==> config.mk <==
export PLATFORM = sky130hd
export DESIGN_NAME = layer_ctrl_fsm
export DESIGN_NICKNAME = d
export VERILOG_FILES = /design/src/hw/conv_pkg.sv /design/src/hw/layer_ctrl_fsm.sv
export VERILOG_INCLUDE_DIRS = /design/src /design/src/include
export SDC_FILE = /design/constraint.sdc
export NUM_CORES = 1
export LEC_CHECK = 0
export BUFFER_PORTS_ARGS = -buffer_cell sky130_fd_sc_hd__buf_4
export CAP_MARGIN = 40
export CORE_AREA = 2 2 39 41
export DETAILED_ROUTE_END_ITERATION = 12
export DIE_AREA = 0 0 41 43
export GPL_ROUTABILITY_DRIVEN = 0
export HOLD_SLACK_MARGIN = 0.15
export PLACE_DENSITY_LB_ADDON = 0.2
export SKIP_CTS_REPAIR_TIMING = 1
export SLEW_MARGIN = 25
export SYNTH_ARGS = -nofsm -noshare
export SYNTH_HDL_FRONTEND = slang
export SYNTH_SLANG_ARGS = --single-unit
export TNS_END_PERCENT = 50
==> constraint.sdc <==
create_clock -name clk -period 1.94 [get_ports clk]
set_input_delay 0.291 -clock clk [delete_from_list [all_inputs] [get_ports clk]]
set_output_delay 0.291 -clock clk [all_outputs]
set_load 0.03 [all_outputs]
==> src/include/conv_defs.svh <==
// conv layer geometry, fixed-point format and wishbone word map; include before conv_pkg is compiled
`ifndef CONV_DEFS_SVH
`define CONV_DEFS_SVH

//////////////////////////////////////////////////
// geometry
//////////////////////////////////////////////////
`define CONV_IMG_W    8     // padded width == height, border already zero
`define CONV_CHIN     2     // input channels
`define CONV_CHOUT    4     // output channels, one mac lane each
`define CONV_KDIM     3     // kernel width == height
`define CONV_STRIDE   2
`define CONV_OUT_W    3     // output width == height
`define CONV_TAPS     18    // kdim*kdim*chin taps per window

//////////////////////////////////////////////////
// number format and pipeline
//////////////////////////////////////////////////
`define CONV_WIDTH    16    // data word
`define CONV_FRAC     14    // q2.14
`define CONV_DRAIN    3     // cycles after the last tap until results are stored

//////////////////////////////////////////////////
// wishbone word addresses
//////////////////////////////////////////////////
`define CONV_ADR_CTRL 10'h000   // bit 0 start
`define CONV_ADR_STAT 10'h001   // bit 0 busy, bit 1 done
`define CONV_ADR_IMG  10'h040   // 128 words, ch*64 + y*8 + x
`define CONV_ADR_WGT  10'h100   // 72 words, lane*18 + tap
`define CONV_ADR_BIAS 10'h160   // 4 words
`define CONV_ADR_OUT  10'h180   // 36 words, lane*9 + oy*3 + ox

`endif
==> src/hw/conv_pkg.sv <==
// shared types and derived widths of the conv layer; modules pull them in with a wildcard import
`include "conv_defs.svh"

package conv_pkg;

	//////////////////////////////////////////////////
	// derived sizes
	//////////////////////////////////////////////////
	localparam int IMG_WORDS = `CONV_IMG_W * `CONV_IMG_W * `CONV_CHIN; // 128
	localparam int WGT_WORDS = `CONV_TAPS * `CONV_CHOUT;  // 72
	localparam int OUT_PIX   = `CONV_OUT_W * `CONV_OUT_W; // windows per lane
	localparam int OUT_WORDS = OUT_PIX * `CONV_CHOUT;     // 36
	localparam int PIX_AW    = $clog2(IMG_WORDS);         // 7
	localparam int WGT_AW    = $clog2(`CONV_TAPS);        // 5
	localparam int IDX_W     = $clog2(OUT_PIX);           // 4
	localparam int OUT_AW    = $clog2(OUT_WORDS);         // 6
	localparam int BIAS_AW   = $clog2(`CONV_CHOUT);
	localparam int KW        = $clog2(`CONV_KDIM);        // kx / ky counters
	localparam int CH_W      = (`CONV_CHIN > 1) ? $clog2(`CONV_CHIN) : 1;
	localparam int OW        = $clog2(`CONV_OUT_W);       // ox / oy counters
	localparam int WB_AW     = 10;
	localparam int WB_DW     = 32;

	typedef enum logic [1:0] {IDLE, RUN, DRAIN, DONE} conv_state_e;

	// host write target
	typedef enum logic [1:0] {SEL_IMG, SEL_WGT, SEL_BIAS, SEL_NONE} mem_sel_e;

	typedef logic signed [`CONV_WIDTH-1:0]   pix_t;
	typedef logic signed [2*`CONV_WIDTH-1:0] acc_t;

	typedef struct packed {
		logic             cyc;
		logic             stb;
		logic             we;
		logic [WB_AW-1:0] adr; // word address
		logic [WB_DW-1:0] dat;
	} wb_req_t;

	typedef struct packed {
		logic             ack;
		logic [WB_DW-1:0] dat; // valid with ack
	} wb_rsp_t;

	typedef struct packed {
		logic              valid;
		logic              first;   // first tap of a window
		logic              last;    // last tap of a window
		logic [PIX_AW-1:0] pix_adr;
		logic [WGT_AW-1:0] wgt_adr; // tap number inside a lane
		logic [IDX_W-1:0]  out_idx; // window number oy*3+ox
	} tap_t;

endpackage

==> src/hw/layer_ctrl_fsm.sv <==
// layer sequencer: idle, run over all windows, drain the mac pipeline, then flag done
`timescale 1ns/1ps
`include "conv_defs.svh"

module layer_ctrl_fsm import conv_pkg::*; (
	input  logic clk,
	input  logic arst_n,
	input  logic start,
	input  logic scan_end,
	output logic cnt_en,
	output logic busy,
	output logic done
);

	localparam int DW = $clog2(`CONV_DRAIN);

	conv_state_e     state_q, state_d;
	logic [DW-1:0]   drain_q;          // cycles spent in DRAIN
	logic            drain_end;

	assign drain_end = drain_q == DW'(`CONV_DRAIN - 1);

	always_comb begin
		state_d = state_q;
		case (state_q)
			IDLE, DONE: if (start) state_d = RUN;      // restart allowed from DONE
			RUN: if (scan_end) state_d = DRAIN;         // last tap of window 8
			DRAIN: if (drain_end) state_d = DONE;
			default: state_d = IDLE;
		endcase
	end

	always_ff @(posedge clk or negedge arst_n) begin
		if (!arst_n) begin
			state_q <= IDLE;
			drain_q <= '0;
		end else begin
			state_q <= state_d;
			if (state_q == DRAIN)
				drain_q <= drain_q + 1'b1;
			else
				drain_q <= '0;
		end
	end

	//////////////////////////////////////////////////
	// outputs
	//////////////////////////////////////////////////
	assign cnt_en = state_q == RUN;
	assign busy   = state_q == RUN || state_q == DRAIN;
	assign done   = state_q == DONE; // holds until the next start

	// the scan only finishes while running
	scan_end_in_run : assert property (@(posedge clk) disable iff (!arst_n)
		scan_end |-> state_q == RUN);

endmodule

Word-level counts from Yosys, hierarchy flattened
Cells that the tools add are included.

storage, ports and cells
  flip-flop bits (word level) = 4
  input bits = 4
  output and inout bits = 3
  word-level logic and storage cells = 19

cells by class
  add/subtract/negate cells = 1
  equality and inequality tests = 7
  multiplexer cells = 5
  reduce and logical (&&, ||, !) cells = 4

operators by type and width
  kind                 count
  $mux 2               4
  $eq 2x2->1 const B   3
  $ne 2x2->1 const B   3
  $pmux 2 s3           1
  $reduce_and 3->1     1
  $add 2x1->2 const B  1
  $eq 2x1->1 const B   1
  $logic_not 2->1      1
  $reduce_or 2->1      1
  $logic_or 1x1->1     1

Logic depth before layout (Yosys ltp)
Gate-level depths: netlist (run 1).

  depth in word-level cells = 4
  depth in mapped cells = 5
  gate-level depth less buffers = 5

Least setup slack after synthesis (run 1)
OpenSTA, ideal clock, no wires.

  path kind = register to register
  from = reg state_q[0]
  to = reg state_q[0]
  setup time = 79 ps
  data arrival time = 1411 ps
  required time = 1861 ps
  path slack = 450 ps
  stages on the path, launching flop included = 5
  buffers on the path = 0
  clock period less this slack = 1490 ps
  path through = dfrtp_1 -> inv_1 -> ha_1 -> a222oi_1 -> mux2i_1

on the way
  longest elaborated chain between the ends = 4
  elaborated cells on any way between the ends = 10
  classes of those cells = eq/ne: 6; mux: 1; reduce/logical: 3

ends and longest elaborated chain
  what                                           line                  text
  from (decl)                                    layer_ctrl_fsm.sv:17  conv_state_e state_q, state_d;
  from (signal assigned)                         layer_ctrl_fsm.sv:38  state_q <= state_d;
  $eq 2x2->1 or $logic_not 2->1 (tied branches)  layer_ctrl_fsm.sv:25  case (state_q)
  $reduce_or 2->1                                layer_ctrl_fsm.sv:25
  $ne 2x2->1 (no source line)                    -
  $reduce_and 3->1 (no source line)              -

Several ways; a longest one is shown, not always the timed one.
A chain may end at the register's enable or synchronous reset.

Worst setup path in the final report (run 1)
Ends and elaborated chain as after synthesis.

==> flow_summary.toml, run 1 <==
[status]
status = "finished clean"

[finish]
final_util = 0.238
drive_gt1_frac = 0.290
num-fill-cells = 157
diodes = 0
area_delta_synth_final_pct = 42.2
final_nets = 42
final_cells = 47
layout_common_cells = "inv_1 (7), buf_4 (6), ha_1 (5)"
layout_commonest_cell = "inv_1"

[logic_synthesis]
synth_top_area_share = 0.432
yosys_warnings = 0
synth_xor_area_frac = 0
synthAdderAreaFrac = 0.270
syn_nets = 30
syn_area_um2 = 231
synth-simple-area-share = 0.0541
synth_top_family_by_area = "adder cells"
synth_cell_types = 6
synth_mux_area_frac = 0.0865
synth-seq-cells = 4
syn-instance-count = 21
yosysTopAreaCell = "dfrtp_1"
yosys-top-cells-area = "dfrtp_1 (43%), ha_1 (27%), inv_1 (11%)"
synth_compound_area_frac = 0.0432
seq_area_frac_synth = 0.432
avgSynthCellArea_um2 = 11.0

[setup_path]
crit_chain = "inv_1, ha_1, a222oi_1, mux2i_1"
critical-path-slowest-cell = "a222oi_1"
critPathMaxFanout = 4
arrival_ns = 1.77
required_ns = 2.10
crit_type = "register to register"
slowest_delay_ns = 0.49
crit_path_start_kind = "register"
endpoint_kind = "register"

[drt]
dr.first_iter.drc_count = 3
wl_per_cell_um = 9.17
wl_um = 431
vias = 167
ant_nets = 0
drc_errors = 0
drtPass1Iterations = 4
viasPerCell = 3.55

[placement]
post-dp-hpwl_um = 358
dpl.cell_count = 43
port_buffers = 6
dp_slack_ns = 0.302

[sta]
final_max_slew_viol_count = 0
setup_violations = 0
tns_ns = 0
rsz0062_at_grt = "false"
clock_skew_ns = 0.00441
max_freq_ghz = 0.618
hold_violations = 0
min_period_ns = 1.62
slew-limit-headroom = 0.677
tightest_slew_ns = 0.484
period_share = 0.834
setup_slack_ns = 0.322

[floorplan]
dieArea_um2 = 1760
io_pins = 7
die_w_um = 41
rows = 14
core_um2 = 1380
dieHeight_um = 43
start_util = 0.167

[global_route]
grt_pass1_wl_um = 669
antenna_found_initial = 0
track_usage = 0.0665
grt_max_degree = 5
overflow = 0
grt_pass1_vias = 177

[pwr]
power-per-cell-area_nw_per_um2 = 1780
p_leak_uw = 0.000184
p_total_uw = 587
peakVddDrop_mv = 0.480

[clock_tree]
clkSinkCount = 4
tritoncts = "yes"
clockRootBuffer = "clkbuf_4"
clockBufferDepth = 2
clock_latency_ns = 0.24
clkTransAtPathRegs_ns = 0.04
numCtsBuffers = 3
htree_levels = 1

[worst_hold_path]
min_path_type = "input pin to asynchronous set/reset pin"

[flow_run]
cap_violations = 0
## final timing paths
check | depth (start not counted) | slack (ns) | from | end
worst max-delay path | 4 | 0.32 | state_q[0]$_DFFE_PN0P_ | state_q[0]$_DFFE_PN0P_
worst min-delay path | 2 | 0.39 | arst_n | state_q[1]$_DFFE_PN0P_
worst max register to register | 4 | 0.32 | state_q[0]$_DFFE_PN0P_ | state_q[0]$_DFFE_PN0P_
worst min register to register | 1 | 0.43 | drain_q[0]$_DFF_PN0_ | drain_q[0]$_DFF_PN0_
max in group asynchronous | 2 | 1.45 | arst_n | drain_q[1]$_DFF_PN0_
min in group clk | 1 | 0.43 | drain_q[0]$_DFF_PN0_ | drain_q[0]$_DFF_PN0_
## area by class of cell
class                   count  area (um^2)  area share
clock buffers               3         22.5      0.0684
inverters                   7         26.3      0.0798
multi-input cells          10          105       0.319
flip-flops and latches      4          100       0.304
well taps                  16         20.0      0.0608
repair buffers              7         55.1       0.167
## cells by family (layout without fill, tap and decap cells)
| kind of cell | after synthesis | after routing |
|---|---|---|
| AO/OA/AOI/OAI | 1 | 1 |
| AND/OR/NAND/NOR | 2 | 2 |
| adder cells (fa/ha/maj) | 5 | 5 |
| flip-flops | 4 | 4 |
| buffers and inverters | 7 | 17 |
| multiplexers | 2 | 2 |
## report_power, final
group          switching, uW  internal, uW  total [uW]
Combinational            196           141         337
Clock                   36.0          69.3         105
Sequential              25.4           119         144
## stage by stage
stage	hold WS (ns)	instance area (um^2)
floorplan	-0.00459	231
global placement	0.0902	297
detailed placement	0.0926	297
CTS	-0.166	319
global route	0.412	329
finish	0.386	329
## cells in the mapped netlist, drive strengths merged
master,count
inv,7
dfrtp,4
nor2b,2
mux2i,2
a222oi,1
ha,5
## routing by layer
| layer | up-vias | GRT usage | part of all wire | wire (um) |
|---|---|---|---|---|
| li1 | 85 | - | - | - |
| met1 | 79 | 0.0552 | 0.38 | 165 |
| met2 | 3 | 0.0875 | 0.55 | 237 |
| met3 | 0 | 0.0314 | 0.063 | 27 |
| met4 | 0 | 0.100 | 0 | 0 |
| met5 | - | 0 | 0 | 0 |
## sequential cells by signal (all words and copies together) (netlist names)
register,count
drain_q,2
state_q,2
## worst max-delay path, delay by kind of cell (launching register included)
family / cells / cell delay (ns)
compound gates: 1 / 0.49
fa+ha+maj: 1 / 0.33
buf+inv: 1 / 0.07
flops: 1 / 0.39
mux: 1 / 0.26
Note: power is estimated with default switching activity, not from simulation.
==> run 2: changes to the inputs <==
==> constraint.sdc (replaced) <==
create_clock -name clk -period 1.5 [get_ports clk]
set_input_delay 0.225 -clock clk [delete_from_list [all_inputs] [get_ports clk]]
set_output_delay 0.225 -clock clk [all_outputs]
set_load 0.03 [all_outputs]
==> flow_summary.toml, run 2 (synthesis results as in run 1) <==
[global_route]
grt_max_degree = 5
grt_pass1_vias = 177
antenna_found_initial = 0
grt_pass1_wl_um = 731
track_usage = 0.0676
overflow = 0

[sta]
setup_slack_ns = 0.0117
setup_violations = 0
tns_ns = 0
period_share = 0.992
rsz0062_at_grt = "true"
slew-limit-headroom = 0.824
tightest_slew_ns = 0.265
clock_skew_ns = 0.00186
hold_violations = 0
final_max_slew_viol_count = 0
min_period_ns = 1.49
max_freq_ghz = 0.672

[pwr]
seqPwrFrac = 0.200
swShare = 0.406
switchingPower_uw = 383
combPwrFrac = 0.662
power-per-cell-area_nw_per_um2 = 2460
p_leak_uw = 0.000204
p_total_uw = 941
peakVddDrop_mv = 0.889
internal-power_uw = 559
clockPowerShare = 0.138

[drt]
ant_nets = 0
vias = 185
drtPass1Iterations = 4
wl_per_cell_um = 9.00
drc_errors = 0
dr.first_iter.drc_count = 2
viasPerCell = 3.56
wl_um = 468

[clock_tree]
htree_levels = 1
clkTransAtPathRegs_ns = 0.04
clockRootBuffer = "clkbuf_4"
numCtsBuffers = 3
clock_latency_ns = 0.23
tritoncts = "yes"
clockBufferDepth = 2
clkSinkCount = 4

[setup_path]
crit_path_start_kind = "register"
crit_type = "register to register"
regToRegEndpoint = "state_q[0]$_DFFE_PN0P_"
crit_chain = "ha_4, a222oi_1, buf_4, mux2i_2"
endpoint_kind = "register"
critPathMaxFanout = 3
ff2ff_path_depth = 4
slowest_delay_ns = 0.42
rr_startpoint = "state_q[1]$_DFFE_PN0P_"
arrival_ns = 1.63
rrSetupSlack_ns = 0.01
required_ns = 1.64
critical-path-slowest-cell = "dfrtp_1"

[floorplan]
die_w_um = 41
start_util = 0.167
io_pins = 7
core_um2 = 1380
dieArea_um2 = 1760
rows = 14
dieHeight_um = 43

[finish]
final_nets = 47
final_util = 0.277
layout_commonest_cell = "buf_4"
layout_common_cells = "buf_4 (11), inv_1 (6), ha_1 (4), dfrtp_1 (4), clkbuf_4 (3)"
num-fill-cells = 161
drive_gt1_frac = 0.472
top_regs = "drain_q: 2 flops, state_q: 2 flops"
final_cells = 52
diodes = 0
area_delta_synth_final_pct = 65.4

[placement]
dpl.cell_count = 45
dp_slack_ns = -0.0790
port_buffers = 6

[status]
status = "finished clean"

[flow_run]
cap_violations = 0

[worst_hold_path]
min_path_type = "input pin to asynchronous set/reset pin"
[run 2: how the worst max path moves through the flow]
| stage | end | startpoint | depth (start not counted) |
|---|---|---|---|
| finish | state_q[0]$_DFFE_PN0P_ | state_q[1]$_DFFE_PN0P_ | 4 |
| global route | state_q[0]$_DFFE_PN0P_ | state_q[1]$_DFFE_PN0P_ | 4 |
| CTS | state_q[0]$_DFFE_PN0P_ | state_q[0]$_DFFE_PN0P_ | 4 |
| detailed placement | state_q[0]$_DFFE_PN0P_ | state_q[0]$_DFFE_PN0P_ | 4 |
| global placement | state_q[1]$_DFFE_PN0P_ | state_q[0]$_DFFE_PN0P_ | 4 |
| floorplan | state_q[0]$_DFFE_PN0P_ | state_q[0]$_DFFE_PN0P_ | 4 |
[run 2: critical path: cells and delay by family (launching register included)]
kind / cells / cell delay, ns
fa+ha+maj: 1 / 0.26
compound gates: 1 / 0.32
flops: 1 / 0.42
mux: 1 / 0.22
buf+inv: 1 / 0.18
[run 2: layout make-up]
class / count / area [um^2] / share of cell area
multi-input combinational: 10 / 121 / 0.317
sequential: 4 / 100 / 0.261
timing repair buffer: 12 / 92.6 / 0.242
inverter: 7 / 26.3 / 0.0686
clock buffer: 3 / 22.5 / 0.0588
tap: 16 / 20.0 / 0.0523
[run 2: metal layers]
layer  GRT usage  wire length [um]
met1      0.0752               202
met2      0.0906               226
met3      0.0628                39
met4      0.0200                 0
met5           0                 0
[run 2: power groups by stage]
| stage | sequential [uW] | clock, uW | combinational (uW) |
|---|---|---|---|
| 2_1_floorplan | 180 | 0 | 320 |
| 6_report | 188 | 130 | 623 |
| 3_5_place_dp | 178 | 0 | 504 |
| 5_1_grt | 193 | 150 | 681 |
| 4_1_cts | 178 | 140 | 510 |
| 3_3_place_gp | 179 | 0 | 500 |
[run 2: metrics by stage]
| step | hold WS (ns) | cell area, um^2 |
|---|---|---|
| after floorplan | -0.0706 | 231 |
| after global placement | 0.0225 | 312 |
| after detailed placement | 0.0239 | 312 |
| after CTS | -0.228 | 334 |
| after global routing | 0.325 | 383 |
| final | 0.331 | 383 |
==> run 3: changes to the inputs <==
--- a/config.mk
+++ b/config.mk
@@ -8,7 +8,10 @@
 export LEC_CHECK = 0
 export BUFFER_PORTS_ARGS = -buffer_cell sky130_fd_sc_hd__buf_4
 export CAP_MARGIN = 40
+export CELL_PAD_IN_SITES_DETAIL_PLACEMENT = 0
+export CELL_PAD_IN_SITES_GLOBAL_PLACEMENT = 1
 export CORE_AREA = 2 2 39 41
+export CTS_CLUSTER_DIAMETER = 80
 export DETAILED_ROUTE_END_ITERATION = 12
 export DIE_AREA = 0 0 41 43
 export GPL_ROUTABILITY_DRIVEN = 0
==> constraint.sdc (replaced) <==
create_clock -name clk -period 1.56 [get_ports clk]
set_input_delay 0.234 -clock clk [delete_from_list [all_inputs] [get_ports clk]]
set_output_delay 0.234 -clock clk [all_outputs]
set_load 0.03 [all_outputs]
==> flow_summary.toml, run 3 (synthesis results as in run 1) <==
[setup_path]
endpoint_kind = "register"
regToRegEndpoint = "state_q[0]$_DFFE_PN0P_"
critPathMaxFanout = 3
arrival_ns = 1.66
ff2ff_path_depth = 4
crit_chain = "inv_2, ha_4, a222oi_1, mux2i_1"
startpoint = "state_q[0]$_DFFE_PN0P_"
crit_path_start_kind = "register"
rr_startpoint = "state_q[0]$_DFFE_PN0P_"
required_ns = 1.70
path_buf_inv = 1
rrSetupSlack_ns = 0.04
critical-path-slowest-cell = "a222oi_1"
path_delay_family = "compound AO/OA/AOI/OAI gates"
slowest_delay_ns = 0.52
crit_type = "register to register"

[pwr]
peakVddDrop_mv = 0.684
power-per-cell-area_nw_per_um2 = 2230
p_total_uw = 795
p_leak_uw = 0.000192

[drt]
wl_per_cell_um = 8.80
drc_errors = 0
wl_um = 431
drtPass1Iterations = 4
viasPerCell = 3.80
vias = 186
dr.first_iter.drc_count = 5
ant_nets = 0

[floorplan]
dieArea_um2 = 1760
rows = 14
start_util = 0.167
io_pins = 7
die_w_um = 41
dieHeight_um = 43
core_um2 = 1380

[finish]
top_regs = "drain_q: 2 flops, state_q: 2 flops"
area_delta_synth_final_pct = 54.1
layout_commonest_cell = "buf_4"
layout_common_cells = "buf_4 (8), inv_1 (6), ha_1 (4), dfrtp_1 (4), clkbuf_4 (3)"
num-fill-cells = 156
final_cells = 49
final_nets = 44
drive_gt1_frac = 0.394
diodes = 0

[sta]
min_period_ns = 1.52
clock_skew_ns = 0.00449
tns_ns = 0
max_freq_ghz = 0.658
setup_slack_ns = 0.0408
hold_violations = 0
final_max_slew_viol_count = 0
rsz0062_at_grt = "true"
tightest_slew_ns = 0.512
setup_violations = 0
period_share = 0.974
slew-limit-headroom = 0.659

[clock_tree]
clkTransAtPathRegs_ns = 0.04
tritoncts = "yes"
clockBufferDepth = 2
numCtsBuffers = 3
htree_levels = 1
clockRootBuffer = "clkbuf_4"
clkSinkCount = 4
clock_latency_ns = 0.23

[placement]
post-dp-hpwl_um = 376
port_buffers = 6
dpl.cell_count = 44
dp_slack_ns = -0.0342

[flow_run]
cap_violations = 0

[worst_hold_path]
min_path_type = "input pin to asynchronous set/reset pin"

[global_route]
grt_pass1_wl_um = 765
track_usage = 0.0706
overflow = 0
grt_max_degree = 5
grt_pass1_vias = 188
antenna_found_initial = 0

[status]
status = "finished clean"
[run 3: cell types whose count changed in the layout (fill, tap and decap cells not counted)]
cell / previous run / this run
mux2i_1: 1 / 2
buf_4: 11 / 8
mux2i_2: 1 / 0
[run 3: layout make-up]
type / instances / area, um^2 / share of cell area
multi-input cells: 10 / 118 / 0.330
flip-flops and latches: 4 / 100 / 0.281
repair buffers: 9 / 70.1 / 0.196
inverters: 7 / 26.3 / 0.0737
clock buffers: 3 / 22.5 / 0.0632
well taps: 16 / 20.0 / 0.0561
[run 3: worst max path at each step]
stage | endpoint | cells after the start
after floorplan | state_q[0]$_DFFE_PN0P_ | 4
after global placement | state_q[0]$_DFFE_PN0P_ | 4
after detailed placement | state_q[0]$_DFFE_PN0P_ | 4
after CTS | state_q[0]$_DFFE_PN0P_ | 4
after global routing | state_q[0]$_DFFE_PN0P_ | 4
final | state_q[0]$_DFFE_PN0P_ | 4
[run 3: layer usage]
layer	GRT usage	share of wire	vias to the layer above
met1	0.0651	0.42	95
met3	0.0628	0.023	0
met2	0.100	0.56	3
met4	0.0400	0	0
met5	0	0	-
li1	-	-	88
[run 3: where the power goes]
| part | leakage (uW) | internal (uW) | switching (uW) |
|---|---|---|---|
| Sequential | 0.0000496 | 147 | 30.7 |
| Clock | 0.0000138 | 85.8 | 38.6 |
| Combinational | 0.000128 | 225 | 267 |
| Total | 0.000192 | 458 | 337 |
[run 3: through the flow]
step	utilization	cell area (um^2)	hold WS [ns]
6_report	0.258	357	0.333
4_1_cts	0.236	327	-0.218
5_1_grt	0.258	357	0.353
3_5_place_dp	0.220	304	0.0325
3_3_place_gp	0.220	304	0.0334
2_1_floorplan	-	231	-0.0616
[run 3: worst reg2reg max path, cell delays in order, from the launching register on]
cell      delay [ns]
dfrtp_1         0.38
inv_2           0.08
ha_4            0.21
a222oi_1        0.52
mux2i_1         0.26
