==> config.mk <==
export PLATFORM = sky130hd
export DESIGN_NAME = conv_wb_slave
export DESIGN_NICKNAME = d
export VERILOG_FILES = /design/src/hw/conv_pkg.sv /design/src/hw/conv_wb_slave.sv
export VERILOG_INCLUDE_DIRS = /design/src /design/src/include
export SDC_FILE = /design/constraint.sdc
export NUM_CORES = 1
export LEC_CHECK = 0
export BUFFER_PORTS_ARGS = -buffer_cell sky130_fd_sc_hd__buf_2
export CAP_MARGIN = 0
export CORE_MARGIN = 5
export CORE_UTILIZATION = 53
export DETAILED_ROUTE_END_ITERATION = 12
export MAX_ROUTING_LAYER = met4
export PLACE_DENSITY = 0.87
export SETUP_SLACK_MARGIN = 0.02
export SYNTH_ARGS = -nofsm -noshare
export SYNTH_HDL_FRONTEND = slang
export SYNTH_SLANG_ARGS = --single-unit
==> constraint.sdc <==
create_clock -name clk -period 6 [get_ports clk]
set_clock_uncertainty 0.15 [all_clocks]
set_input_delay 0.3 -clock clk [delete_from_list [all_inputs] [get_ports clk]]
set_output_delay 0.3 -clock clk [all_outputs]
set_load 0.02 [all_outputs]
==> src/include/conv_defs.svh <==
// conv layer geometry, fixed-point format and wishbone word map; include before conv_pkg is compiled
`ifndef CONV_DEFS_SVH
`define CONV_DEFS_SVH

//////////////////////////////////////////////////
// geometry
//////////////////////////////////////////////////
`define CONV_IMG_W    8     // padded width == height, border already zero
`define CONV_CHIN     2     // input channels
`define CONV_CHOUT    4     // output channels, one mac lane each
`define CONV_KDIM     3     // kernel width == height
`define CONV_STRIDE   2
`define CONV_OUT_W    3     // output width == height
`define CONV_TAPS     18    // kdim*kdim*chin taps per window

//////////////////////////////////////////////////
// number format and pipeline
//////////////////////////////////////////////////
`define CONV_WIDTH    16    // data word
`define CONV_FRAC     14    // q2.14
`define CONV_DRAIN    3     // cycles after the last tap until results are stored

//////////////////////////////////////////////////
// wishbone word addresses
//////////////////////////////////////////////////
`define CONV_ADR_CTRL 10'h000   // bit 0 start
`define CONV_ADR_STAT 10'h001   // bit 0 busy, bit 1 done
`define CONV_ADR_IMG  10'h040   // 128 words, ch*64 + y*8 + x
`define CONV_ADR_WGT  10'h100   // 72 words, lane*18 + tap
`define CONV_ADR_BIAS 10'h160   // 4 words
`define CONV_ADR_OUT  10'h180   // 36 words, lane*9 + oy*3 + ox

`endif
==> src/hw/conv_pkg.sv <==
// shared types and derived widths of the conv layer; modules pull them in with a wildcard import
`include "conv_defs.svh"

package conv_pkg;

	//////////////////////////////////////////////////
	// derived sizes
	//////////////////////////////////////////////////
	localparam int IMG_WORDS = `CONV_IMG_W * `CONV_IMG_W * `CONV_CHIN; // 128
	localparam int WGT_WORDS = `CONV_TAPS * `CONV_CHOUT;  // 72
	localparam int OUT_PIX   = `CONV_OUT_W * `CONV_OUT_W; // windows per lane
	localparam int OUT_WORDS = OUT_PIX * `CONV_CHOUT;     // 36
	localparam int PIX_AW    = $clog2(IMG_WORDS);         // 7
	localparam int WGT_AW    = $clog2(`CONV_TAPS);        // 5
	localparam int IDX_W     = $clog2(OUT_PIX);           // 4
	localparam int OUT_AW    = $clog2(OUT_WORDS);         // 6
	localparam int BIAS_AW   = $clog2(`CONV_CHOUT);
	localparam int KW        = $clog2(`CONV_KDIM);        // kx / ky counters
	localparam int CH_W      = (`CONV_CHIN > 1) ? $clog2(`CONV_CHIN) : 1;
	localparam int OW        = $clog2(`CONV_OUT_W);       // ox / oy counters
	localparam int WB_AW     = 10;
	localparam int WB_DW     = 32;

	typedef enum logic [1:0] {IDLE, RUN, DRAIN, DONE} conv_state_e;

	// host write target
	typedef enum logic [1:0] {SEL_IMG, SEL_WGT, SEL_BIAS, SEL_NONE} mem_sel_e;

	typedef logic signed [`CONV_WIDTH-1:0]   pix_t;
	typedef logic signed [2*`CONV_WIDTH-1:0] acc_t;

	typedef struct packed {
		logic             cyc;
		logic             stb;
		logic             we;
		logic [WB_AW-1:0] adr; // word address
		logic [WB_DW-1:0] dat;
	} wb_req_t;

	typedef struct packed {
		logic             ack;
		logic [WB_DW-1:0] dat; // valid with ack
	} wb_rsp_t;

	typedef struct packed {
		logic              valid;
		logic              first;   // first tap of a window
		logic              last;    // last tap of a window
		logic [PIX_AW-1:0] pix_adr;
		logic [WGT_AW-1:0] wgt_adr; // tap number inside a lane
		logic [IDX_W-1:0]  out_idx; // window number oy*3+ox
	} tap_t;

endpackage

==> src/hw/conv_wb_slave.sv <==
// wishbone classic slave of the conv layer, maps control, status, memories and results onto the bus
`timescale 1ns/1ps
`include "conv_defs.svh"

module conv_wb_slave import conv_pkg::*; (
	input  logic              clk,
	input  logic              arst_n,
	input  wb_req_t           wb_req,
	output wb_rsp_t           wb_rsp,
	input  logic              busy,
	input  logic              done,
	output logic              start,
	output logic              mem_we,
	output mem_sel_e          mem_sel,
	output logic [PIX_AW-1:0] mem_adr,
	output pix_t              mem_dat,
	output logic [OUT_AW-1:0] out_adr,
	input  pix_t              out_dat
);

	logic             req;       // first cycle of a bus cycle
	logic             is_ctrl, is_stat, in_out;
	logic             ack_q;
	logic             rd_out_q;  // ack carries result memory data
	logic [WB_DW-1:0] ctrl_q;
	logic [WB_DW-1:0] rd_dat_q;

	assign req = wb_req.cyc && wb_req.stb && !ack_q;

	//////////////////////////////////////////////////
	// address decode
	//////////////////////////////////////////////////
	assign is_ctrl = wb_req.adr == `CONV_ADR_CTRL;
	assign is_stat = wb_req.adr == `CONV_ADR_STAT;
	assign in_out  = wb_req.adr >= `CONV_ADR_OUT && wb_req.adr < `CONV_ADR_OUT + OUT_WORDS;

	always_comb begin
		mem_sel = SEL_NONE;
		mem_adr = '0;
		if (wb_req.adr >= `CONV_ADR_IMG && wb_req.adr < `CONV_ADR_IMG + IMG_WORDS) begin
			mem_sel = SEL_IMG;
			mem_adr = PIX_AW'(wb_req.adr - `CONV_ADR_IMG);
		end else if (wb_req.adr >= `CONV_ADR_WGT && wb_req.adr < `CONV_ADR_WGT + WGT_WORDS) begin
			mem_sel = SEL_WGT;
			mem_adr = PIX_AW'(wb_req.adr - `CONV_ADR_WGT); // lane*18 + tap
		end else if (wb_req.adr >= `CONV_ADR_BIAS && wb_req.adr < `CONV_ADR_BIAS + `CONV_CHOUT) begin
			mem_sel = SEL_BIAS;
			mem_adr = PIX_AW'(wb_req.adr - `CONV_ADR_BIAS);
		end
	end

	assign mem_we  = req && wb_req.we && mem_sel != SEL_NONE; // bank drops it while busy
	assign mem_dat = pix_t'(wb_req.dat[`CONV_WIDTH-1:0]);
	assign out_adr = OUT_AW'(wb_req.adr - `CONV_ADR_OUT);     // result ram reads while ack waits

	//////////////////////////////////////////////////
	// ack, control register, read select
	//////////////////////////////////////////////////
	always_ff @(posedge clk or negedge arst_n) begin
		if (!arst_n) begin
			ack_q    <= 1'b0;
			ctrl_q   <= '0;
			rd_out_q <= 1'b0;
		end else begin
			ack_q    <= req;                      // one cycle after stb, one cycle wide
			rd_out_q <= req && !wb_req.we && in_out;
			if (req && wb_req.we && is_ctrl)
				ctrl_q <= wb_req.dat;
			else
				ctrl_q[0] <= 1'b0;                // start bit clears itself
		end
	end

	assign start = ctrl_q[0];

	// ctrl and status readback, image and weight reads give zero
	always_ff @(posedge clk) begin
		if (req && !wb_req.we) begin
			if (is_stat)
				rd_dat_q <= {{(WB_DW-2){1'b0}}, done, busy};
			else if (is_ctrl)
				rd_dat_q <= ctrl_q;
			else
				rd_dat_q <= '0;
		end
	end

	assign wb_rsp.ack = ack_q;
	assign wb_rsp.dat = rd_out_q ? {{(WB_DW-`CONV_WIDTH){1'b0}}, out_dat} : rd_dat_q;

	// an ack only ever answers a live request
	ack_needs_req : assert property (@(posedge clk) disable iff (!arst_n)
		$rose(wb_rsp.ack) |-> $past(wb_req.cyc && wb_req.stb));

endmodule

Word-level counts from Yosys, hierarchy flattened
Index checks and enable logic that the tools add are counted.
Operators by class
  add/sub/neg operators: 4
  magnitude comparators: 8
  equal/unequal tests: 2
  mux-type cells: 10
  bitwise operators: 1
  reductions and logical operators: 15
Operators by type and width (number)
  $mux 32: 1
  $ge 10x9->1 const B: 3
  $lt 10x9->1 const B: 3
  $mux 7: 3
  $sub 7x7->7 const B: 2
  $logic_and 1x1->1: 11
  $eq 10x1->1 const B: 1
  $ge 10x7->1 const B: 1
  $logic_not 10->1: 1
  $lt 10x8->1 const B: 1
  $mux 2: 4
  $sub 7x1->7 const B: 1
  $sub 6x1->6 const B: 1
  $logic_not 1->1: 2
  $mux 1: 2
  $ne 2x2->1 const B: 1
  $reduce_or 2->1: 1
  $not 1->1: 1
Word-level totals
  flip-flop bits (word level): 66
  output and inout bits: 66

Depth between registers and ports, before layout
Gate-level depths: netlist of run 1.
  word-level depth: 7
  depth in mapped cells: 6
  gate-level depth less buffers: 5

Worst setup path after synthesis of run 1
Ideal clock, no wire load.
  kind: register to register
  start point: register ack_q
  end point: register rd_out_q
  setup time: 0.075 ns
  arrival time: 2.509 ns
  setup slack: 3.265 ns
  cell stages (with the launch flop): 4
  path buffers: 0
  path through: dfrtp_1 > and3b_1 > nor2b_1 > and4b_1
On the way
  word-level cells in the longest chain between the ends: 4
RTL lines
  start: declaration: RTL line conv_wb_slave.sv:23  | logic ack_q;
  start signal: assignment: RTL line conv_wb_slave.sv:65  | ack_q <= req;
  $logic_not 1->1: RTL line conv_wb_slave.sv:28  | assign req = wb_req.cyc && wb_req.stb && !ack_q;
  $logic_and 1x1->1: RTL line conv_wb_slave.sv:28
  net req: RTL line conv_wb_slave.sv:21  | logic req;
  $logic_and 1x1->1 (2 in series): RTL line conv_wb_slave.sv:66  | rd_out_q <= req && !wb_req.we && in_out;
  end signal: assignment: RTL line conv_wb_slave.sv:66
  end: declaration: RTL line conv_wb_slave.sv:24  | logic rd_out_q;
The timed path passes the listed nets, and every way through them passes these cells.
A chain may end at the register's enable or synchronous reset.

Worst setup path after layout of run 1
  start point: register ack_q
  end point: register ctrl_q[12]
On the way
  word-level cells in the longest chain between the ends: 4
RTL lines
  $logic_not 1->1: RTL line conv_wb_slave.sv:28
  $logic_and 1x1->1: RTL line conv_wb_slave.sv:28
  net req: RTL line conv_wb_slave.sv:21
  $logic_and 1x1->1 (2 in series): RTL line conv_wb_slave.sv:67  | if (req && wb_req.we && is_ctrl)
  end signal: assignment: RTL line conv_wb_slave.sv:68  | ctrl_q <= wb_req.dat;
  end: declaration: RTL line conv_wb_slave.sv:25  | logic [WB_DW-1:0] ctrl_q;
The timed path passes the listed nets, and every way through them passes these cells.

==> results of run 1 <==
-- logic make-up after synthesis --
kind of cell	count (synthesis)	share of synthesized area [%]
compound gates	15	2.94
xor+xnor	1	0.260
fa+ha+maj	1	0.372
simple gates	78	15.4
mux	49	19.6
buf+inv	38	7.70
flops	66	53.8
-- worst min-delay path by stage --
stage          startpoint         end  slack (ps)  cells after the start
5_1_grt        wb_req[25]  ctrl_q[25]          40                      2
3_5_place_dp       arst_n  ctrl_q[23]         280                      1
4_1_cts        wb_req[25]  ctrl_q[25]          30                      2
2_1_floorplan      arst_n       ack_q        -150                      0
3_3_place_gp       arst_n  ctrl_q[29]         250                      1
6_report       wb_req[25]  ctrl_q[25]          50                      2
-- registers in the layout, summed over array words and instances, names as in the netlist --
name	cells
ctrl_q	32
rd_out_q	1
rd_dat_q	32
ack_q	1
-- per-stage QoR --
step	utilization [%]	instance area (um2)	setup WS (ps)
2_1_floorplan	-	3370	3270
3_3_place_gp	61.9	3880	3670
3_5_place_dp	61.9	3880	3600
4_1_cts	65.1	4090	3740
5_1_grt	65.2	4090	3670
6_report	65.2	4090	3780
-- cells in the mapped netlist --
cell / n
a211oi_1: 2
a21o_1: 1
a21oi_1: 5
and2_1: 32
and2_2: 1
and3b_1: 1
and4b_1: 1
and4b_2: 1
buf_1: 2
buf_4: 23
buf_6: 4
clkbuf_1: 5
dfrtp_1: 34
edfxtp_1: 32
ha_1: 1
inv_1: 4
mux2_2: 18
mux2_4: 29
mux2i_1: 2
nand2_1: 5
nand2b_1: 2
nand3_1: 2
nand4_1: 2
nand4_4: 1
nor2_1: 5
nor2b_1: 20
nor3_2: 1
nor4_4: 1
nor4b_2: 1
o2111ai_1: 1
o21ai_0: 3
o311a_1: 1
o31a_2: 1
o31ai_1: 1
or2b_1: 1
or3_1: 1
xor2_1: 1
-- layout by cell type, fill, tap and decap left out, drive strengths merged, types with 2 or more instances in the layout --
master / instances
mux2: 47
nand2b: 2
inv: 4
nor2: 5
o21ai: 3
and2: 33
nand4: 3
clkinv: 4
nand3: 2
a21oi: 5
edfxtp: 32
a211oi: 2
mux2i: 2
and4b: 2
buf: 131
clkbuf: 11
nand2: 5
nor2b: 20
dfrtp: 34
-- power by group --
group | switching (uW) | internal [uW]
Sequential | 1.67 | 479
Clock | 160 | 202
Combinational | 57.0 | 36.9
-- layout make-up --
class                           count  area share (%)
Sequential cell                    66            44.3
Tap cell                           77            2.35
Inverter                            4           0.367
Antenna cell                        1          0.0612
Clock buffer                       11            3.46
Timing Repair Buffer              132            16.3
Multi-Input combinational cell    144            31.8
Clock inverter                      5            1.31
-- repair_timing --
item / in CTS / in global routing
hold buffers: 1 / 0
hold endpoints to repair: 34 / 0
setup buffers: 0 / 0
-- routing by layer --
metal  up-vias  global-route usage [%]
li1       1063                       -
met5         -                       -
met1      1048                    22.1
met2        99                    29.1
met3         9                    4.84
met4         0                    6.90
==> flow_metrics.env, run 1 <==
export IMPL_outcome="finished, final reports clean"
export IMPL_rr_endpoint="ctrl_q[12]"
export IMPL_gp_routability_congestion=0.891
export IMPL_fin_setup_tns_ps=0
export IMPL_timing_slew_headroom_pct=38.1
export IMPL_crit_type="register to register"
export IMPL_die_area_um2=8040
export IMPL_tightest_slew_ps=927
export IMPL_yosysWarnings=0
export IMPL_ir_drop_uv=112
export IMPL_critPathMaxFanout=32
export IMPL_finalCriticalPeriod_ps=2220
export IMPL_pin_count=131
export IMPL_drt_iter0_markers=55
export IMPL_hp_class="input port to register"
export IMPL_clkLatencyLatePin_ps=330
export IMPL_cts_max_level=3
export IMPL_required_ps=6050
export IMPL_worstPathArrival_ps=2270
export IMPL_cts_tree="built"
export IMPL_portBuffers=130
export IMPL_vias=2219
export IMPL_multi_input_area_um2=1300
export IMPL_setup_viol=0
export IMPL_ys_seq_area_share_pct=53.8
export IMPL_cts_buffer_depth=2
export IMPL_finalPower_uw=936
export IMPL_leakage_uw=0.00206
export IMPL_path_buf_inv=0
export IMPL_fmax_ghz=0.450
export IMPL_reg2regPathDepth=3
export IMPL_synth_cell_types=37
export IMPL_avgSynthCellArea_um2=13.6
export IMPL_nets=423
export IMPL_ctsResizeCount=0
export IMPL_synth_top_cell_area_share_pct=28.6
export IMPL_grt_pass1_vias=2194
export IMPL_syn_cell_area_um2=3370
export IMPL_topRoutingLayerUsed="met4"
export IMPL_die_w_um=89.7
export IMPL_cts_sinks=66
export IMPL_cp_startpoint="ack_q"
export IMPL_antenna_found_initial=1
export IMPL_cts_root_buf="clkbuf_8"
export IMPL_slew_violations=0
export IMPL_crit_path_cell_trace="and3b_1 > nand4_4 > mux2_4"
export IMPL_grt_max_degree=35
export IMPL_drc=0
export IMPL_grt_first_pass_wirelength_um=10600
export IMPL_wl_per_cell_um=15.7
export IMPL_worst_path_stages=3
export IMPL_globalRouteTotalUtil_pct=18.2
export IMPL_n_fill_cell=492
export IMPL_rsz0062_at_grt="no"
export IMPL_syn_nets=314
export IMPL_synth_area_leaders="edfxtp_1, dfrtp_1, mux2_4"
export IMPL_met2_length_um=3480
export IMPL_grt_ovfl_total=0
export IMPL_ys_seq_elements=66
export IMPL_cap_viol_max_count=0
export IMPL_cts_buffers=9
export IMPL_max_stage_delay_ps=650
export IMPL_reg2reg_setup_slack_ps=3780
export IMPL_cp_top_family="simple AND/OR/NAND/NOR gates"
export IMPL_core_area_um2=6280
export IMPL_netlist_instances=248
export IMPL_fin_crit_sh_pct=37.0
export IMPL_setup_worst_path_end="ctrl_q[12]"
export IMPL_met1_length_um=2790
export IMPL_postRouteAntennaNets=0
export IMPL_routed_wl_um=6930
export IMPL_crit_path_top_delay_cell="nand4_4"
export IMPL_whs_ps=45.9
export IMPL_dp_cells=422
export IMPL_drive_gt1_share_pct=55.5
export IMPL_path_clk_slew_ps=70
export IMPL_die_h_um=89.7
export IMPL_start_kind="register"
export IMPL_vias_per_cell=5.04
export IMPL_p_per_area_nw_per_um2=229
export IMPL_yosysTopAreaCell="edfxtp_1"
export IMPL_instances_no_fill=440
export IMPL_dr_wl_met3_um=578
export IMPL_start_util_pct=53.6
export IMPL_hold_viol=0
export IMPL_syn_to_final_growth_pct=21.6
export IMPL_num_rows=29
export IMPL_r2r_start="ack_q"
export IMPL_crit_path_end_kind="register"
export IMPL_regArea_um2=1810
export IMPL_hpwl_um=4960
export IMPL_dr_pass1_iters=4
(Power assumes the default switching activity.)
==> run 2: changes to the inputs <==
- ABC_AREA: not set -> 1
- CORE_UTILIZATION: 53 -> 44
- PLACE_DENSITY: 0.87 -> 0.77
- clock period: 6 -> 1.92 ns (I/O delays scaled with it)
==> flow_metrics.env, run 2 <==
export IMPL_die_area_um2=9530
export IMPL_drive_gt1_share_pct=34.1
export IMPL_ir_drop_uv=273
export IMPL_hp_class="input port to register"
export IMPL_die_h_um=97.6
export IMPL_setup_slack_ps=110
export IMPL_grt_ovfl_total=0
export IMPL_die_w_um=97.6
export IMPL_cts_buffer_depth=2
export IMPL_hpwl_um=5720
export IMPL_drt_iter0_markers=134
export IMPL_vias_per_cell=4.52
export IMPL_start_util_pct=44.4
export IMPL_synth_edff_count=32
export IMPL_cap_viol_max_count=0
export IMPL_dr_wl_met3_um=393
export IMPL_postRouteAntennaNets=0
export IMPL_cts_max_level=3
export IMPL_synth_top_cells_by_count="nand2_1, inv_1, nor2_1, nand3_1, dfrtp_1"
export IMPL_layout_commonest_cell="buf_2"
export IMPL_whs_ps=80.9
export IMPL_antenna_found_initial=0
export IMPL_routed_wl_um=8120
export IMPL_gp_routability_congestion=0.824
export IMPL_num_antenna_cells=0
export IMPL_nets=601
export IMPL_cts_buffers=9
export IMPL_met1_length_um=3140
export IMPL_path_clk_slew_ps=70
export IMPL_syn_nets=451
export IMPL_yosysTopAreaCell="edfxtp_1"
export IMPL_synthFlopType="dfrtp_1"
export IMPL_fin_setup_tns_ps=0
export IMPL_vias=2896
export IMPL_finalCriticalPeriod_ps=1810
export IMPL_num_rows=32
export IMPL_leakage_uw=0.00230
export IMPL_fmax_ghz=0.553
export IMPL_drc=0
export IMPL_globalRouteTotalUtil_pct=18.2
export IMPL_yosysWarnings=0
export IMPL_outcome="finished, final reports clean"
export IMPL_cts_tree="built"
export IMPL_crit_path_end_kind="output port"
export IMPL_syn_cell_area_um2=3380
export IMPL_crit_type="register to output port"
export IMPL_n_fill_cell=658
export IMPL_pin_count=131
export IMPL_topRoutingLayerUsed="met4"
export IMPL_synth_most_common_cell="nand2_1"
export IMPL_syn_to_final_growth_pct=35.1
export IMPL_wl_per_cell_um=12.7
export IMPL_cts_sinks=66
export IMPL_worstPathArrival_ps=1560
export IMPL_dp_cells=587
export IMPL_met2_length_um=4280
export IMPL_synth_area_leaders="edfxtp_1, dfrtp_1, nand2_1"
export IMPL_mostFrequentLayoutCells="buf_2, nand2_1, inv_1"
export IMPL_setup_viol=0
export IMPL_portBuffers=130
export IMPL_tightest_slew_ps=751
export IMPL_cts_root_buf="clkbuf_8"
export IMPL_instances_no_fill=641
export IMPL_clkLatencyLatePin_ps=330
export IMPL_avgSynthCellArea_um2=8.80
export IMPL_post_cts_setup_buffers=0
export IMPL_core_area_um2=7610
export IMPL_required_ps=1670
export IMPL_top_regs="ctrl_q (32), rd_dat_q (32)"
export IMPL_dp_worst_setup_slack_ps=256
export IMPL_grt_first_pass_wirelength_um=13700
export IMPL_ys_seq_elements=66
export IMPL_final_core_util_pct=60.0
export IMPL_hold_viol=0
export IMPL_fin_crit_sh_pct=94.3
export IMPL_ys_seq_area_share_pct=53.6
export IMPL_start_kind="register"
export IMPL_rsz0062_at_grt="no"
export IMPL_critPathMaxFanout=5
export IMPL_slew_violations=0
export IMPL_async_flop_share_pct=51.5
export IMPL_netlist_instances=384
export IMPL_grt_pass1_vias=2963
export IMPL_synth_cell_types=26
export IMPL_timing_slew_headroom_pct=49.9
export IMPL_grt_max_degree=35
export IMPL_synth_top_cell_area_share_pct=28.4
export IMPL_p_per_area_nw_per_um2=669
export IMPL_dr_pass1_iters=4
-- run 2: changes by cell type after synthesis, moves of 3 or more --
cell     before  now
nand2_1       5   82
inv_1         4   61
nor2_1        5   55
nand3_1       2   37
and2_1       32    0
mux2_4       29    0
nor2b_1      20    0
buf_2         0    5
inv_2         0    5
buf_4        23   26
nor2_2        0    3
-- run 2: layer usage --
metal / up-vias / track usage (%)
li1: 1458 / -
met1: 1292 / 19.6
met2: 116 / 31.8
met3: 30 / 2.80
met4: 0 / 10.3
met5: - / -
-- run 2: area by class of cell --
cell class	instances	area (um2)	share of cell area, %
tap	102	128	2.80
multi-input combinational	213	1060	23.2
inverter	67	253	5.54
clock buffer	12	155	3.40
timing repair buffer	177	1110	24.3
clock inverter	4	50.0	1.10
sequential	66	1810	39.7
-- run 2: final timing paths --
kind | startpoint | to | slack [ps] | cells after the start
min in group asynchronous | arst_n | ctrl_q[22] | 230 | 2
min reg2reg | ctrl_q[19] | ctrl_q[19] | 320 | 2
max in group asynchronous | arst_n | ctrl_q[11] | 900 | 2
min | wb_req[33] | rd_dat_q[0] | 80 | 4
max | ack_q | mem_we | 110 | 5
max reg2reg | ack_q | rd_out_q | 260 | 4
-- run 2: stage by stage --
step / total power [uW] / area (um2)
floorplan: 1720 / 3390
global placement: 1840 / 3980
detailed placement: 1850 / 3980
CTS: 3080 / 4560
global route: 3180 / 4570
finish: 3050 / 4570
-- run 2: repair_timing --
action | in CTS | in global routing
hold buffers | 38 | 0
endpoints found under the setup margin | 0 | 1
endpoints found under the hold margin | 70 | 0
resized for setup | 0 | 1
-- run 2: power by group --
part | switching (uW) | leakage (uW) | total (uW) | internal [uW]
registers | 5.17 | 0.000773 | 1500 | 1500
clock network | 504 | 0.000100 | 1170 | 669
logic | 215 | 0.00143 | 380 | 165
-- run 2: kinds of logic (layout without fill, tap and decap cells) --
group	Yosys count	count (layout)	synth area share, %
adder cells (fa/ha/maj)	2	2	0.741
buffers and inverters	105	260	15.4
multiplexers	16	16	5.33
AO/OA/AOI/OAI	9	9	1.48
AND/OR/NAND/NOR	186	186	23.4
flip-flops	66	66	53.6
-- run 2: critical path, cell delays in order, from the launching register on --
cell and delay (ps):
dfrtp_1 370, nor2_1 100, nand2_1 170, nor2_4 220
a21boi_0 190, buf_2 190
